$ cat config.mk
export PLATFORM = sky130hd
export DESIGN_NAME = arcade_io_top
export DESIGN_NICKNAME = d
export VERILOG_FILES = /design/src/arcade_pkg.sv /design/src/video_if.sv /design/src/video_blank_stage.sv /design/src/color_expand_stage.sv /design/src/scanline_stage.sv /design/src/sigma_delta_dac.sv /design/src/arcade_inputs.sv /design/src/arcade_io_top.sv
export SDC_FILE = /design/constraint.sdc
export NUM_CORES = 1
export LEC_CHECK = 0
export ABC_AREA = 1
export BUFFER_PORTS_ARGS = -buffer_cell sky130_fd_sc_hd__buf_2
export CORE_ASPECT_RATIO = 0.5
export CORE_MARGIN = 2
export CORE_UTILIZATION = 35
export CTS_CLUSTER_SIZE = 8
export DETAILED_ROUTE_END_ITERATION = 16
export PLACE_DENSITY = 0.59
export SYNTH_ARGS = -nofsm -noshare
export SYNTH_HDL_FRONTEND = slang
export SYNTH_SLANG_ARGS = --single-unit
$ cat constraint.sdc
create_clock -name clock_24 -period 3.5 [get_ports clock_24]
set_input_delay 0.35 -clock clock_24 [delete_from_list [all_inputs] [get_ports clock_24]]
set_output_delay 0.35 -clock clock_24 [all_outputs]
set_load 0.05 [all_outputs]
$ cat src/arcade_pkg.sv
`default_nettype none

package arcade_pkg;

	localparam int CORE_BITS  = 3; // Core red and green.
	localparam int VGA_BITS   = 6;
	localparam int AUDIO_BITS = 13;

	// PS/2 set 2 make codes.
	localparam logic [7:0] KEY_UP     = 8'h75;
	localparam logic [7:0] KEY_DOWN   = 8'h72;
	localparam logic [7:0] KEY_LEFT   = 8'h6B;
	localparam logic [7:0] KEY_RIGHT  = 8'h74;
	localparam logic [7:0] KEY_FIRE   = 8'h14; // Ctrl.
	localparam logic [7:0] KEY_COIN   = 8'h2E; // Key 5.
	localparam logic [7:0] KEY_START1 = 8'h16; // Key 1.
	localparam logic [7:0] KEY_START2 = 8'h1E; // Key 2.

	// Bit positions in joystick_0 and player1.
	localparam int JOY_RIGHT = 0;
	localparam int JOY_LEFT  = 1;
	localparam int JOY_DOWN  = 2;
	localparam int JOY_UP    = 3;
	localparam int JOY_FIRE  = 4;

	localparam logic [1:0] SCAN_NONE = 2'd0;
	localparam logic [1:0] SCAN_25   = 2'd1;
	localparam logic [1:0] SCAN_50   = 2'd2;
	localparam logic [1:0] SCAN_75   = 2'd3;

endpackage

`default_nettype wire

$ cat src/video_if.sv
`default_nettype none

interface video_if;

	logic [arcade_pkg::VGA_BITS-1:0] red;
	logic [arcade_pkg::VGA_BITS-1:0] green;
	logic [arcade_pkg::VGA_BITS-1:0] blue;
	logic                            hs;
	logic                            vs;
	logic                            odd_line; // Set on odd lines of the frame.

	modport src (
		output red, green, blue, hs, vs, odd_line
	);

	modport snk (
		input red, green, blue, hs, vs, odd_line
	);

endinterface

`default_nettype wire

$ cat src/video_blank_stage.sv
`default_nettype none

module video_blank_stage (
	input  logic                              clock_24,
	input  logic                              rst_n,
	input  logic [arcade_pkg::CORE_BITS-1:0]  r,
	input  logic [arcade_pkg::CORE_BITS-1:0]  g,
	input  logic [1:0]                        b,
	input  logic                              hblank,
	input  logic                              vblank,
	input  logic                              hsync,
	input  logic                              vsync,
	video_if.src                              out
);

	localparam int PAD = arcade_pkg::VGA_BITS - arcade_pkg::CORE_BITS;

	logic blank;
	logic hs_prev;
	logic odd_next;

	assign blank = hblank | vblank;

	always_comb begin
		odd_next = out.odd_line;
		if (vsync)
			odd_next = 1'b0; // Frame start.
		else if (hsync && !hs_prev)
			odd_next = ~out.odd_line;
	end

	always_ff @(posedge clock_24) begin
		if (!rst_n) begin
			out.red      <= '0;
			out.green    <= '0;
			out.blue     <= '0;
			out.hs       <= 1'b0;
			out.vs       <= 1'b0;
			out.odd_line <= 1'b0;
			hs_prev      <= 1'b0;
		end else begin
			out.red      <= blank ? '0 : {{PAD{1'b0}}, r};
			out.green    <= blank ? '0 : {{PAD{1'b0}}, g};
			out.blue     <= blank ? '0 : {{(arcade_pkg::VGA_BITS-2){1'b0}}, b};
			out.hs       <= hsync;
			out.vs       <= vsync;
			out.odd_line <= odd_next;
			hs_prev      <= hsync;
		end
	end

	a_sync_known: assert property (@(posedge clock_24) disable iff (!rst_n)
		!$isunknown({hsync, vsync}));

endmodule

`default_nettype wire

$ cat src/color_expand_stage.sv
`default_nettype none

module color_expand_stage (
	input  logic  clock_24,
	input  logic  rst_n,
	video_if.snk  in,
	video_if.src  out
);

	localparam int CB = arcade_pkg::CORE_BITS;

	logic [CB-1:0] blue3;

	assign blue3 = {in.blue[1:0], in.blue[0]}; // Low bit fills the gap.

	always_ff @(posedge clock_24) begin
		if (!rst_n) begin
			out.red      <= '0;
			out.green    <= '0;
			out.blue     <= '0;
			out.hs       <= 1'b0;
			out.vs       <= 1'b0;
			out.odd_line <= 1'b0;
		end else begin
			out.red      <= {2{in.red[CB-1:0]}};
			out.green    <= {2{in.green[CB-1:0]}};
			out.blue     <= {2{blue3}};
			out.hs       <= in.hs;
			out.vs       <= in.vs;
			out.odd_line <= in.odd_line;
		end
	end

	a_black_stays_black: assert property (@(posedge clock_24) disable iff (!rst_n)
		(in.red[CB-1:0] == '0 && in.green[CB-1:0] == '0 && in.blue[1:0] == '0)
		|=> (out.red == '0 && out.green == '0 && out.blue == '0));

endmodule

`default_nettype wire

$ cat src/scanline_stage.sv
`default_nettype none

module scanline_stage (
	input  logic                              clock_24,
	input  logic                              rst_n,
	input  logic [1:0]                        scanlines,
	video_if.snk                              in,
	output logic [arcade_pkg::VGA_BITS-1:0]   vga_r,
	output logic [arcade_pkg::VGA_BITS-1:0]   vga_g,
	output logic [arcade_pkg::VGA_BITS-1:0]   vga_b,
	output logic                              vga_hs,
	output logic                              vga_vs
);

	function automatic logic [arcade_pkg::VGA_BITS-1:0] dim(
		input logic [arcade_pkg::VGA_BITS-1:0] v,
		input logic [1:0]                      mode
	);
		case (mode)
			arcade_pkg::SCAN_25: dim = v - (v >> 2);
			arcade_pkg::SCAN_50: dim = v >> 1;
			arcade_pkg::SCAN_75: dim = v >> 2;
			default:             dim = v; // No scanlines.
		endcase
	endfunction

	logic [1:0] mode;

	assign mode = in.odd_line ? scanlines : arcade_pkg::SCAN_NONE; // Even lines untouched.

	always_ff @(posedge clock_24) begin
		if (!rst_n) begin
			vga_r  <= '0;
			vga_g  <= '0;
			vga_b  <= '0;
			vga_hs <= 1'b0;
			vga_vs <= 1'b0;
		end else begin
			vga_r  <= dim(in.red, mode);
			vga_g  <= dim(in.green, mode);
			vga_b  <= dim(in.blue, mode);
			vga_hs <= in.hs;
			vga_vs <= in.vs;
		end
	end

	a_never_brighter: assert property (@(posedge clock_24) disable iff (!rst_n)
		1'b1 |=> (vga_r <= $past(in.red) && vga_g <= $past(in.green)
			&& vga_b <= $past(in.blue)));

endmodule

`default_nettype wire

$ cat src/sigma_delta_dac.sv
`default_nettype none

module sigma_delta_dac (
	input  logic                               clock_24,
	input  logic                               rst_n,
	input  logic [arcade_pkg::AUDIO_BITS-1:0]  sample,
	output logic                               audio_l
);

	localparam int AW = arcade_pkg::AUDIO_BITS;

	logic [AW-1:0] acc;
	logic [AW:0]   sum;

	assign sum = {1'b0, acc} + {1'b0, sample};

	always_ff @(posedge clock_24) begin
		if (!rst_n) begin
			acc     <= '0;
			audio_l <= 1'b0;
		end else begin
			acc     <= sum[AW-1:0];
			audio_l <= sum[AW]; // Carry is the pulse.
		end
	end

endmodule

`default_nettype wire

$ cat src/arcade_inputs.sv
`default_nettype none

module arcade_inputs (
	input  logic        clock_24,
	input  logic        rst_n,
	input  logic        key_strobe,
	input  logic        key_pressed,
	input  logic [7:0]  key_code,
	input  logic [7:0]  joystick_0,
	input  logic        rotate,
	output logic [4:0]  player1,
	output logic        coin1,
	output logic        start1,
	output logic        start2
);

	logic [4:0] held_p1;
	logic       held_coin;
	logic       held_start1;
	logic       held_start2;
	logic [4:0] joy_q;
	logic       rotate_q;
	logic [4:0] merged;
	logic [4:0] mapped;

	always_ff @(posedge clock_24) begin
		if (!rst_n) begin
			held_p1     <= '0;
			held_coin   <= 1'b0;
			held_start1 <= 1'b0;
			held_start2 <= 1'b0;
			joy_q       <= '0;
			rotate_q    <= 1'b0;
		end else begin
			joy_q    <= joystick_0[4:0]; // Keeps joystick aligned with keys.
			rotate_q <= rotate;
			if (key_strobe) begin
				case (key_code)
					arcade_pkg::KEY_UP:     held_p1[arcade_pkg::JOY_UP]    <= key_pressed;
					arcade_pkg::KEY_DOWN:   held_p1[arcade_pkg::JOY_DOWN]  <= key_pressed;
					arcade_pkg::KEY_LEFT:   held_p1[arcade_pkg::JOY_LEFT]  <= key_pressed;
					arcade_pkg::KEY_RIGHT:  held_p1[arcade_pkg::JOY_RIGHT] <= key_pressed;
					arcade_pkg::KEY_FIRE:   held_p1[arcade_pkg::JOY_FIRE]  <= key_pressed;
					arcade_pkg::KEY_COIN:   held_coin   <= key_pressed;
					arcade_pkg::KEY_START1: held_start1 <= key_pressed;
					arcade_pkg::KEY_START2: held_start2 <= key_pressed;
					default: ; // Unmapped key.
				endcase
			end
		end
	end

	assign merged = held_p1 | joy_q;

	always_comb begin
		mapped = merged;
		if (rotate_q) begin
			mapped[arcade_pkg::JOY_UP]    = merged[arcade_pkg::JOY_LEFT];
			mapped[arcade_pkg::JOY_LEFT]  = merged[arcade_pkg::JOY_DOWN];
			mapped[arcade_pkg::JOY_DOWN]  = merged[arcade_pkg::JOY_RIGHT];
			mapped[arcade_pkg::JOY_RIGHT] = merged[arcade_pkg::JOY_UP];
		end
	end

	always_ff @(posedge clock_24) begin
		if (!rst_n) begin
			player1 <= '0;
			coin1   <= 1'b0;
			start1  <= 1'b0;
			start2  <= 1'b0;
		end else begin
			player1 <= mapped;
			coin1   <= held_coin;
			start1  <= held_start1;
			start2  <= held_start2;
		end
	end

	a_strobe_single: assert property (@(posedge clock_24) disable iff (!rst_n)
		key_strobe |=> !key_strobe);

endmodule

`default_nettype wire

$ cat src/arcade_io_top.sv
`default_nettype none

module arcade_io_top (
	input  logic                                clock_24,
	input  logic                                rst_n,
	input  logic [arcade_pkg::CORE_BITS-1:0]    r,
	input  logic [arcade_pkg::CORE_BITS-1:0]    g,
	input  logic [1:0]                          b,
	input  logic                                hblank,
	input  logic                                vblank,
	input  logic                                hsync,
	input  logic                                vsync,
	input  logic [1:0]                          scanlines,
	input  logic [arcade_pkg::AUDIO_BITS-1:0]   audio,
	input  logic                                key_strobe,
	input  logic                                key_pressed,
	input  logic [7:0]                          key_code,
	input  logic [7:0]                          joystick_0,
	input  logic                                rotate,
	output logic [arcade_pkg::VGA_BITS-1:0]     vga_r,
	output logic [arcade_pkg::VGA_BITS-1:0]     vga_g,
	output logic [arcade_pkg::VGA_BITS-1:0]     vga_b,
	output logic                                vga_hs,
	output logic                                vga_vs,
	output logic                                audio_l,
	output logic                                audio_r,
	output logic [arcade_pkg::JOY_FIRE:0]       player1,
	output logic                                coin1,
	output logic                                start1,
	output logic                                start2
);

	video_if blank_to_expand ();
	video_if expand_to_scan ();

	video_blank_stage u_blank (
		.clock_24 (clock_24),
		.rst_n    (rst_n),
		.r        (r),
		.g        (g),
		.b        (b),
		.hblank   (hblank),
		.vblank   (vblank),
		.hsync    (hsync),
		.vsync    (vsync),
		.out      (blank_to_expand.src)
	);

	color_expand_stage u_expand (
		.clock_24 (clock_24),
		.rst_n    (rst_n),
		.in       (blank_to_expand.snk),
		.out      (expand_to_scan.src)
	);

	scanline_stage u_scan (
		.clock_24  (clock_24),
		.rst_n     (rst_n),
		.scanlines (scanlines),
		.in        (expand_to_scan.snk),
		.vga_r     (vga_r),
		.vga_g     (vga_g),
		.vga_b     (vga_b),
		.vga_hs    (vga_hs),
		.vga_vs    (vga_vs)
	);

	sigma_delta_dac u_dac (
		.clock_24 (clock_24),
		.rst_n    (rst_n),
		.sample   (audio),
		.audio_l  (audio_l)
	);

	assign audio_r = audio_l; // Mono on both pins.

	arcade_inputs u_inputs (
		.clock_24    (clock_24),
		.rst_n       (rst_n),
		.key_strobe  (key_strobe),
		.key_pressed (key_pressed),
		.key_code    (key_code),
		.joystick_0  (joystick_0),
		.rotate      (rotate),
		.player1     (player1),
		.coin1       (coin1),
		.start1      (start1),
		.start2      (start2)
	);

endmodule

`default_nettype wire

# Word-level counts from Yosys, hierarchy flattened
# Cells that the tools add are included.
classes:
  add_sub_neg: 4
  n_eq_ne: 11
  muxes: 5
  bitwise_logic: 4
  reduce_logical: 12
op_table:
  columns: ["operator", "n"]
  rows:
  - ["$pmux W6 S3", 3]
  - ["$eq A8 B7 Y1 const B", 4]
  - ["$eq A8 B5 Y1 const B", 3]
  - ["$sub A6 B4 Y6", 3]
  - ["$reduce_and A2 Y1", 8]
  - ["$add A13 B13 Y14", 1]
  - ["$eq A8 B6 Y1 const B", 1]
  - ["$or A5 B5 Y5", 1]
  - ["$eq A2 B2 Y1 const B", 2]
  - ["$mux W4", 1]
  - ["$reduce_or A2 Y1", 2]
  - ["$eq A2 B1 Y1 const B", 1]
  - ["$mux W2", 1]
  - ["$not A1 Y1", 2]
  - ["$logic_and A1 B1 Y1", 1]
  - ["$logic_not A1 Y1", 1]
  - ["$or A1 B1 Y1", 1]
totals:
  ff_bits: 88
  out_inout_bits: 30

# Depth between registers and ports, before layout
# Gate-level depths: netlist (run 1).
depth:
  word_depth: 3
  depth_mapped: 11
  ltp_nobuf: 11

# By module
# From an unflattened synthesis (run 1), not the netlist that was laid out.
unflattened:
  cells_unflattened: 623
  hier_area_um2: 4306.6
modules_own_cells:
  columns: ["module", "instances", "cells_per_inst", "area_per_inst_um2", "seq_area_each_um2"]
  rows:
  - ["scanline_stage", 1, 205, 1422.6, 400.4]
  - ["sigma_delta_dac", 1, 183, 1129.8, 280.3]
  - ["arcade_inputs", 1, 139, 947.2, 440.4]
  - ["video_blank_stage", 1, 51, 410.4, 220.2]
  - ["color_expand_stage", 1, 44, 389.1, 220.2]
  - ["arcade_io_top", 1, 1, 7.5, 0.0]

# Worst setup path after synthesis (run 1)
# No wires, ideal clock.
synth_timing:
  path_kind: "register to register"
  startpoint: "register u_expand.out.green[3]"
  endpoint: "register u_scan.vga_g[2] (netlist name)"
  t_arrival_ns: 1.498
  t_required_ns: 3.367
  setup_slack_ns: 1.869
  stages_incl_launch_ff: 8
  period_less_slack_ns: 1.631
  cell_sequence: "dfxtp_1 > inv_1 > ha_1 > inv_1 > fa_1 > or2_2 > nand3_1 > a41oi_1"
synth_via:
  elab_chain_cells: 2
synth_rtl:
  columns: ["element", "line", "rtl"]
  rows:
  - ["start, declared", "video_if.sv:13", "output red, green, blue, hs, vs, odd_line"]
  - ["$sub A6 B4 Y6", "scanline_stage.sv:20", "arcade_pkg::SCAN_25: dim = v - (v >> 2);"]
  - ["$pmux W6 S3 (*)", "scanline_stage.sv:19", "case (mode)"]
  - ["end signal, assigned", "scanline_stage.sv:40", "vga_g <= dim(in.green, mode);"]
  - ["end, declared", "scanline_stage.sv:9", "output logic [arcade_pkg::VGA_BITS-1:0] vga_g,"]
# Every way passes the cells marked *; elsewhere a longest branch is shown, timed or not.
# A chain may end at the register's enable or synchronous reset.

# Worst setup path in the final report (run 1)
layout_timing:
  startpoint: "register u_expand.out.green[4]"
  endpoint: "register u_scan.vga_g[5] (netlist name)"
layout_via:
  elab_chain_cells: 2
layout_rtl:
  columns: ["element", "line"]
  rows:
  - ["$sub A6 B4 Y6", "scanline_stage.sv:20"]
  - ["$pmux W6 S3", "scanline_stage.sv:19"]
# No other way between the ends.

==> results.py, run 1 <==
metrics = {
    "run_status": {
        "outcome": "finished clean",
    },
    "finish": {
        "num-nets-final": 697,
        "nFillCells": 1103,
        "insertedDiodeCount": 0,
        "drive_gt1_frac": 0.162,
        "synthToLayoutAreaGrowth_pct": 21.9,
        "final_core_utilization": 0.448,
    },
    "run": {
        "max_cap_viol_count": 0,
    },
    "worst_setup_path": {
        "critPathBufInv": 1,
        "setup.worst_path.start": "u_expand.out.green[4]",
        "critical_r2r_launch": "u_expand.out.green[4]",
        "cp_slowest_cell": "sky130_fd_sc_hd__dfxtp_1",
        "worst_ep_required_time_ns": 3.75,
        "critical-path-max-stage-delay_ns": 0.45,
        "timing.critical_path.depth": 7,
        "timing.rr.end": "u_scan.vga_g[5]",
        "worstSetupEndpoint": "u_scan.vga_g[5]",
        "worstSetupStartpointType": "register",
        "timing.critical_path.arrival_ns": 2.10,
        "worst-setup-path-type": "reg2reg",
        "critical_path.max_fanout": 6,
        "critical-path-top-cell-by-count": "sky130_fd_sc_hd__nand3_1",
        "reg2reg_setup_slack_ns": 1.65,
        "cp_cell_sequence": "inv_1 -> ha_1 -> nor3b_1 -> nand3_1 -> nand3_1 -> nand2_1 -> a21oi_1",
        "r2r_cell_count": 7,
        "timing.critical_path.to_type": "register",
        "crit_family": "simple AND/OR/NAND/NOR gates",
    },
    "pwr": {
        "vdd.ir_drop.worst_v": 0.000302,
        "power_report.internal_total_w": 0.00181,
        "p_switching_w": 0.000701,
        "pwr-share-clk": 0.409,
        "register_share_of_total_power": 0.387,
        "static-leakage-power_nw": 2.55,
        "pwr-share-comb": 0.204,
        "power.density_mw_per_mm2": 538,
        "sw_frac_of_total": 0.279,
    },
    "placement": {
        "gpl.final_weighted_congestion": 0.833,
        "preCtsSetupSlack_ns": 1.67,
        "portBuffers": 74,
        "detailedPlacementHpwl_um": 5990,
    },
    "route": {
        "final_antenna_net_count": 0,
        "detail_route.wirelength_um": 8110,
        "drt_pre_antenna_iters": 5,
        "drt-wirelength-per-cell_um": 10.6,
        "route.detailed.vias_per_inst": 4.45,
        "drt_iter0_drc": 83,
        "vias": 3406,
        "drcViolationCount": 0,
    },
    "timing": {
        "finClkSkew_ns": 0.00774,
        "rsz0062_at_grt": "no",
        "post-route-worst-setup-slack_ns": 1.65,
        "timing_worst_slew_pin_value_ns": 0.561,
        "fin_tns_setup_ns": 0,
        "finalSetupViolCount": 0,
        "min_period_ns": 1.85,
        "final.period_utilization": 0.527,
        "relSlewSlack": 0.623,
        "achievable-frequency_mhz": 542,
        "drv_slew": 0,
        "timing_hold_violations_final": 0,
    },
    "grt": {
        "grt_start_max_net_pins": 55,
        "first_global_vias": 3228,
        "globalRoute.totalOverflow": 0,
        "grt_use_total": 0.144,
        "antenna_violations_before_repair": 0,
        "grt_first_pass_wirelength_um": 13900,
    },
    "synth": {
        "syn_area_sq_mm": 0.00383,
        "flip_flop_and_latch_count_after_synthesis": 78,
        "synth_area_per_cell_sq_um": 7.04,
        "synth_seq_area_share": 0.408,
        "netlist-cell-type-count": 30,
        "yosysWarnings": 0,
        "synth.net_count": 621,
        "postSynthCellCount": 544,
    },
    "cts": {
        "post-cts-setup-buffers": 0,
        "tritoncts": "done",
        "post_cts.resized_instances": 0,
        "cts_max_path_buffers": 2,
        "cts-htree-levels": 3,
        "clk_latency_ns": 0.33,
        "clock_sinks": 78,
        "numCtsBuffers": 9,
        "clock-root-buffer": "sky130_fd_sc_hd__clkbuf_16",
        "clk_pin_slew_worst_paths_ns": 0.06,
        "hold_buffers": 0,
    },
    "min_path": {
        "hold_path_class": "in2reg",
    },
    "floorplan": {
        "die_area_sq_mm": 0.0118,
        "core_area_sq_mm": 0.0104,
        "pin_count": 78,
        "placementRows": 26,
        "fp.dieW_um": 152,
        "floorplan.initialDensity": 0.368,
        "die-height_um": 78.0,
    },
}
==> logic make-up after synthesis <==
logic type | share of synthesized area
compound gates | 0.0876
xor+xnor | 0.00229
fa+ha+maj | 0.101
buf+inv | 0.118
flops | 0.408
simple gates | 0.283
==> per-stage QoR <==
stage	total power [W]	instance area (sq um)	cells	hold WS, ns
after detailed placement	0.00150	4330	749	0.395
after global placement	0.00149	4330	749	0.394
after floorplan	0.00138	3830	544	0.390
after CTS	0.00255	4670	765	0.195
final	0.00251	4670	765	0.210
after global routing	0.00266	4670	765	0.203
==> Yosys cell counts <==
| cell | n | area, sq um |
|---|---|---|
| sky130_fd_sc_hd__nand2_1 | 143 | 537 |
| sky130_fd_sc_hd__inv_1 | 106 | 398 |
| sky130_fd_sc_hd__dfxtp_1 | 78 | 1560 |
| sky130_fd_sc_hd__nor2_1 | 54 | 203 |
| sky130_fd_sc_hd__nand3_1 | 37 | 185 |
| sky130_fd_sc_hd__a21oi_1 | 29 | 145 |
| sky130_fd_sc_hd__ha_1 | 26 | 325 |
| sky130_fd_sc_hd__o21ai_0 | 19 | 95.1 |
| sky130_fd_sc_hd__nand4_1 | 7 | 43.8 |
| sky130_fd_sc_hd__a31oi_1 | 6 | 37.5 |
| sky130_fd_sc_hd__or2_2 | 5 | 31.3 |
| sky130_fd_sc_hd__a41oi_1 | 4 | 35.0 |
| sky130_fd_sc_hd__clkbuf_1 | 4 | 15.0 |
| sky130_fd_sc_hd__fa_1 | 3 | 60.1 |
| sky130_fd_sc_hd__a22oi_1 | 2 | 15.0 |
| sky130_fd_sc_hd__buf_1 | 2 | 7.51 |
| sky130_fd_sc_hd__buf_2 | 2 | 10.0 |
| sky130_fd_sc_hd__nand2_2 | 2 | 12.5 |
| sky130_fd_sc_hd__nor2_2 | 2 | 12.5 |
| sky130_fd_sc_hd__nor2_4 | 2 | 22.5 |
| sky130_fd_sc_hd__nor3_1 | 2 | 10.0 |
| sky130_fd_sc_hd__and3_1 | 1 | 6.26 |
| sky130_fd_sc_hd__buf_4 | 1 | 7.51 |
| sky130_fd_sc_hd__buf_6 | 1 | 11.3 |
| sky130_fd_sc_hd__clkinv_1 | 1 | 3.75 |
| sky130_fd_sc_hd__nand3b_1 | 1 | 7.51 |
| sky130_fd_sc_hd__nor3b_1 | 1 | 7.51 |
| sky130_fd_sc_hd__nor4_1 | 1 | 6.26 |
| sky130_fd_sc_hd__o211ai_1 | 1 | 7.51 |
| sky130_fd_sc_hd__xnor2_1 | 1 | 8.76 |
==> cell type report <==
cell class / count / area [sq um] / area share
Inverter: 107 / 402 / 0.0861
Sequential cell: 78 / 1560 / 0.335
Multi-Input combinational cell: 349 / 1810 / 0.389
Clock inverter: 3 / 65.1 / 0.0139
Tap cell: 140 / 175 / 0.0375
Timing Repair Buffer: 75 / 378 / 0.0810
Clock buffer: 13 / 270 / 0.0579
==> worst reg2reg max path, delay by kind of cell, from the launching register on <==
family / cells / cell delay (ns)
AND/OR/NAND/NOR: 4 / 0.66
flip-flops: 1 / 0.45
adder cells (fa/ha/maj): 1 / 0.38
buffers and inverters: 1 / 0.16
AO/OA/AOI/OAI: 1 / 0.13
==> sequential cells by signal (all words and copies together), names as in the netlist, 2 cells and up <==
signal / flops
u_inputs.player1: 5
u_expand.out.red: 3
u_scan.vga_b: 6
u_scan.vga_g: 6
u_scan.vga_r: 6
u_inputs.joy_q: 5
u_expand.out.blue: 2
u_blank.out.green: 3
u_dac.acc: 13
u_expand.out.green: 3
u_blank.out.red: 3
u_blank.out.blue: 2
u_inputs.held_p1: 5
==> layout by cell type (no fill, tap or decap), drive strengths merged <==
cell type  count
nand2        145
inv          106
dfxtp         78
buf           75
nor2          58
nand3         37
a21oi         29
ha            26
o21ai         19
clkbuf        13
nand4          7
a31oi          6
or2            5
a41oi          4
fa             3
a22oi          2
nor3           2
bufinv         2
clkinv         2
o211ai         1
nor3b          1
and3           1
nor4           1
nand3b         1
xnor2          1
==> worst min-delay path by stage <==
stage	start	slack, ns	endpoint	cells after the start
final	vsync	0.21	u_blank.out.odd_line	2
after detailed placement	u_blank.out.green[0]	0.40	u_expand.out.green[3]	2
after CTS	joystick_0[4]	0.20	u_inputs.joy_q[4]	3
after global placement	u_blank.out.green[1]	0.39	u_expand.out.green[4]	2
after floorplan	u_blank.out.blue[1]	0.39	u_expand.out.blue[2]	2
after global routing	vsync	0.20	u_blank.out.odd_line	2
==> power groups by stage <==
stage | clock (W) | combinational [W] | sequential (W)
final | 0.00103 | 0.000511 | 0.000972
after global routing | 0.00109 | 0.000593 | 0.000977
after CTS | 0.00106 | 0.000515 | 0.000973
after detailed placement | 0 | 0.000511 | 0.000992
after global placement | 0 | 0.000506 | 0.000989
after floorplan | 0 | 0.000362 | 0.00102
==> routing by layer <==
| layer | global-route usage | part of all wire | wire, um |
|---|---|---|---|
| met5 | 0 | 0 | 0 |
| met4 | 0.0421 | 0.0096 | 78 |
| met3 | 0.0402 | 0.035 | 285 |
| met2 | 0.264 | 0.48 | 3930 |
| met1 | 0.166 | 0.47 | 3820 |
Note: power is estimated with default switching activity, not from simulation.
==> run 2: changes to the inputs <==
--- a/config.mk
+++ b/config.mk
@@ -12,7 +12,7 @@
 export CORE_UTILIZATION = 35
 export CTS_CLUSTER_SIZE = 8
 export DETAILED_ROUTE_END_ITERATION = 16
-export PLACE_DENSITY = 0.59
+export PLACE_DENSITY = 0.61
 export SYNTH_ARGS = -nofsm -noshare
 export SYNTH_HDL_FRONTEND = slang
 export SYNTH_SLANG_ARGS = --single-unit
==> constraint.sdc (replaced) <==
create_clock -name clock_24 -period 1.52 [get_ports clock_24]
set_input_delay 0.152 -clock clock_24 [delete_from_list [all_inputs] [get_ports clock_24]]
set_output_delay 0.152 -clock clock_24 [all_outputs]
set_load 0.05 [all_outputs]
==> run 2 against run 1 <==
Core utilization increased by 3.8 points. Sequential share of layout area decreased by 2.5 points. Maximum frequency increased by 24%. Critical path depth increased by 2.
==> results.py, run 2 (synthesis gave the netlist of run 1 again) <==
metrics = {
    "worst_setup_path": {
        "critical_path.max_fanout": 3,
        "timing.critical_path.to_type": "register",
        "worst-setup-path-type": "reg2reg",
        "critical-path-max-stage-delay_ns": 0.33,
        "timing.rr.end": "u_dac.acc[4]",
        "r2r_cell_count": 9,
        "reg2reg_setup_slack_ns": 0.03,
        "timing.critical_path.arrival_ns": 1.75,
        "worst_ep_required_time_ns": 1.78,
        "worstSetupStartpointType": "register",
        "cp_cell_sequence": "ha_2 -> inv_2 -> fa_2 -> inv_2 -> nand3_2 -> nand3_4 -> buf_6 -> o21ai_0 -> a21oi_1",
        "cp_slowest_cell": "sky130_fd_sc_hd__fa_2",
        "critical-path-top-cell-by-count": "sky130_fd_sc_hd__inv_2",
        "critical_r2r_launch": "u_dac.acc[0]",
    },
    "grt": {
        "grt_use_met3": 0.0486,
        "grt_first_pass_wirelength_um": 14300,
        "grt_use_total": 0.150,
        "grt_start_max_net_pins": 55,
        "gr-usage-met1": 0.168,
        "met2_usage": 0.272,
        "globalRoute.totalOverflow": 0,
        "grt_most_used_layer": "met2",
        "antenna_violations_before_repair": 0,
        "first_global_vias": 3350,
    },
    "cts": {
        "tritoncts": "done",
        "numCtsBuffers": 9,
        "cts_max_path_buffers": 2,
        "clk_latency_ns": 0.33,
        "clock-root-buffer": "sky130_fd_sc_hd__clkbuf_16",
        "clk_pin_slew_worst_paths_ns": 0.06,
        "clock_sinks": 78,
        "cts-htree-levels": 3,
    },
    "timing": {
        "timing_worst_slew_pin_value_ns": 0.350,
        "finClkSkew_ns": 0.00406,
        "finalSetupViolCount": 0,
        "relSlewSlack": 0.766,
        "achievable-frequency_mhz": 671,
        "drv_slew": 0,
        "timing_hold_violations_final": 0,
        "holdWs_ns": 0.0127,
        "final.period_utilization": 0.981,
        "min_period_ns": 1.49,
        "rsz0062_at_grt": "yes",
    },
    "finish": {
        "nFillCells": 1053,
        "drive_gt1_frac": 0.251,
        "synthToLayoutAreaGrowth_pct": 32.2,
        "insertedDiodeCount": 0,
        "most-common-layout-cells": "sky130_fd_sc_hd__nand2_1 (141), sky130_fd_sc_hd__inv_1 (99), sky130_fd_sc_hd__buf_2 (74), sky130_fd_sc_hd__dfxtp_1 (74), sky130_fd_sc_hd__nor2_1 (51)",
        "largest_register": "u_dac.acc",
        "num-nets-final": 719,
        "largest_register_ff_count": 13,
        "layout.cells.most_common": "sky130_fd_sc_hd__nand2_1",
    },
    "min_path": {
        "hold_path_end": "u_inputs.joy_q[2]",
        "timing.hold.worst.start": "joystick_0[2]",
        "min_path_cells": 3,
        "hold_path_class": "in2reg",
    },
    "placement": {
        "detailedPlacementHpwl_um": 6180,
        "portBuffers": 74,
        "gpl.final_weighted_congestion": 0.870,
    },
    "floorplan": {
        "core_area_sq_mm": 0.0104,
        "die-height_um": 78.0,
        "pin_count": 78,
        "die_area_sq_mm": 0.0118,
        "floorplan.initialDensity": 0.368,
        "fp.dieW_um": 152,
        "placementRows": 26,
    },
    "route": {
        "vias": 3562,
        "drt-wirelength-per-cell_um": 10.8,
        "final_antenna_net_count": 0,
        "detail_route.wirelength_um": 8460,
        "drt_iter0_drc": 104,
        "drcViolationCount": 0,
        "route.detailed.vias_per_inst": 4.54,
        "drt_pre_antenna_iters": 5,
    },
    "pwr": {
        "vdd.ir_drop.worst_v": 0.000581,
        "static-leakage-power_nw": 2.69,
        "power.density_mw_per_mm2": 1150,
        "p_total_w": 0.00583,
    },
    "run_status": {
        "outcome": "finished clean",
    },
    "run": {
        "max_cap_viol_count": 0,
    },
}
run 2: cell count changes in the layout (fill, tap and decap cells not counted), moves of 6 or more:
cell	delta
sky130_fd_sc_hd__buf_4	+13
sky130_fd_sc_hd__ha_1	-11
sky130_fd_sc_hd__nand3_1	-10
sky130_fd_sc_hd__nand3_2	+9
sky130_fd_sc_hd__ha_4	+7
sky130_fd_sc_hd__inv_1	-7
sky130_fd_sc_hd__dlygate4sd3_1	+6
run 2: worst max path at each step:
| stage | depth (start not counted) | slack [ns] | to | startpoint |
|---|---|---|---|---|
| finish | 9 | 0.03 | u_dac.acc[4] | u_dac.acc[0] |
| global placement | 11 | -0.03 | u_dac.acc[12] | u_dac.acc[0] |
| detailed placement | 11 | -0.04 | u_dac.acc[12] | u_dac.acc[0] |
| CTS | 10 | -0.006 | u_scan.vga_g[4] | u_expand.out.green[3] |
| floorplan | 8 | -0.03 | u_scan.vga_g[5] | u_expand.out.green[4] |
| global route | 11 | -0.12 | u_scan.vga_r[4] | u_expand.out.red[3] |
run 2: critical path, delay by kind of cell, from the launching register on:
family,cells,cell delay [ns]
flops,1,0.31
compound gates,2,0.21
fa+ha+maj,2,0.50
simple gates,2,0.20
buf+inv,3,0.22
run 2: layout make-up:
type / instances / area (sq um) / share of cell area
flip-flops and latches: 78 / 1570 / 0.310
repair buffers: 97 / 578 / 0.114
multi-input cells: 349 / 2020 / 0.400
clock buffers: 10 / 239 / 0.0472
clock inverters: 4 / 72.6 / 0.0143
well taps: 140 / 175 / 0.0346
inverters: 107 / 407 / 0.0803
run 2: stage by stage:
stage	std cells	TNS [ns]	worst slack [ns]	utilization	area (sq um)
floorplan	544	-0.0825	-0.0323	-	3830
CTS	785	-0.00982	-0.00558	0.470	4890
global route	785	-0.273	-0.124	0.486	5060
global placement	764	-0.0331	-0.0273	0.429	4460
finish	785	0	0.0290	0.486	5060
detailed placement	764	-0.114	-0.0407	0.429	4460
run 2: power by group:
part	total [W]	internal [W]	switching [W]
logic	0.00133	0.000509	0.000823
registers	0.00224	0.00219	0.0000543
clock network	0.00225	0.00146	0.000795
total	0.00583	0.00416	0.00167
run 2: what timing repair did:
item | 4_1_cts | 5_1_grt
hold buffers | 6 | 0
gates resized for setup | 11 | 41
pin swaps | 2 | 13
setup buffers | 1 | 0
endpoints found under the hold margin | 6 | 0
setup endpoints to repair | 6 | 16
run 2: per-layer routing:
metal  up-vias  part of all wire  wire (um)
met1      1605              0.46       3890
met4         0             0.013        111
met3        11             0.042        357
met5         -                 0          0
met2        63              0.48       4100
li1       1883                 -          -
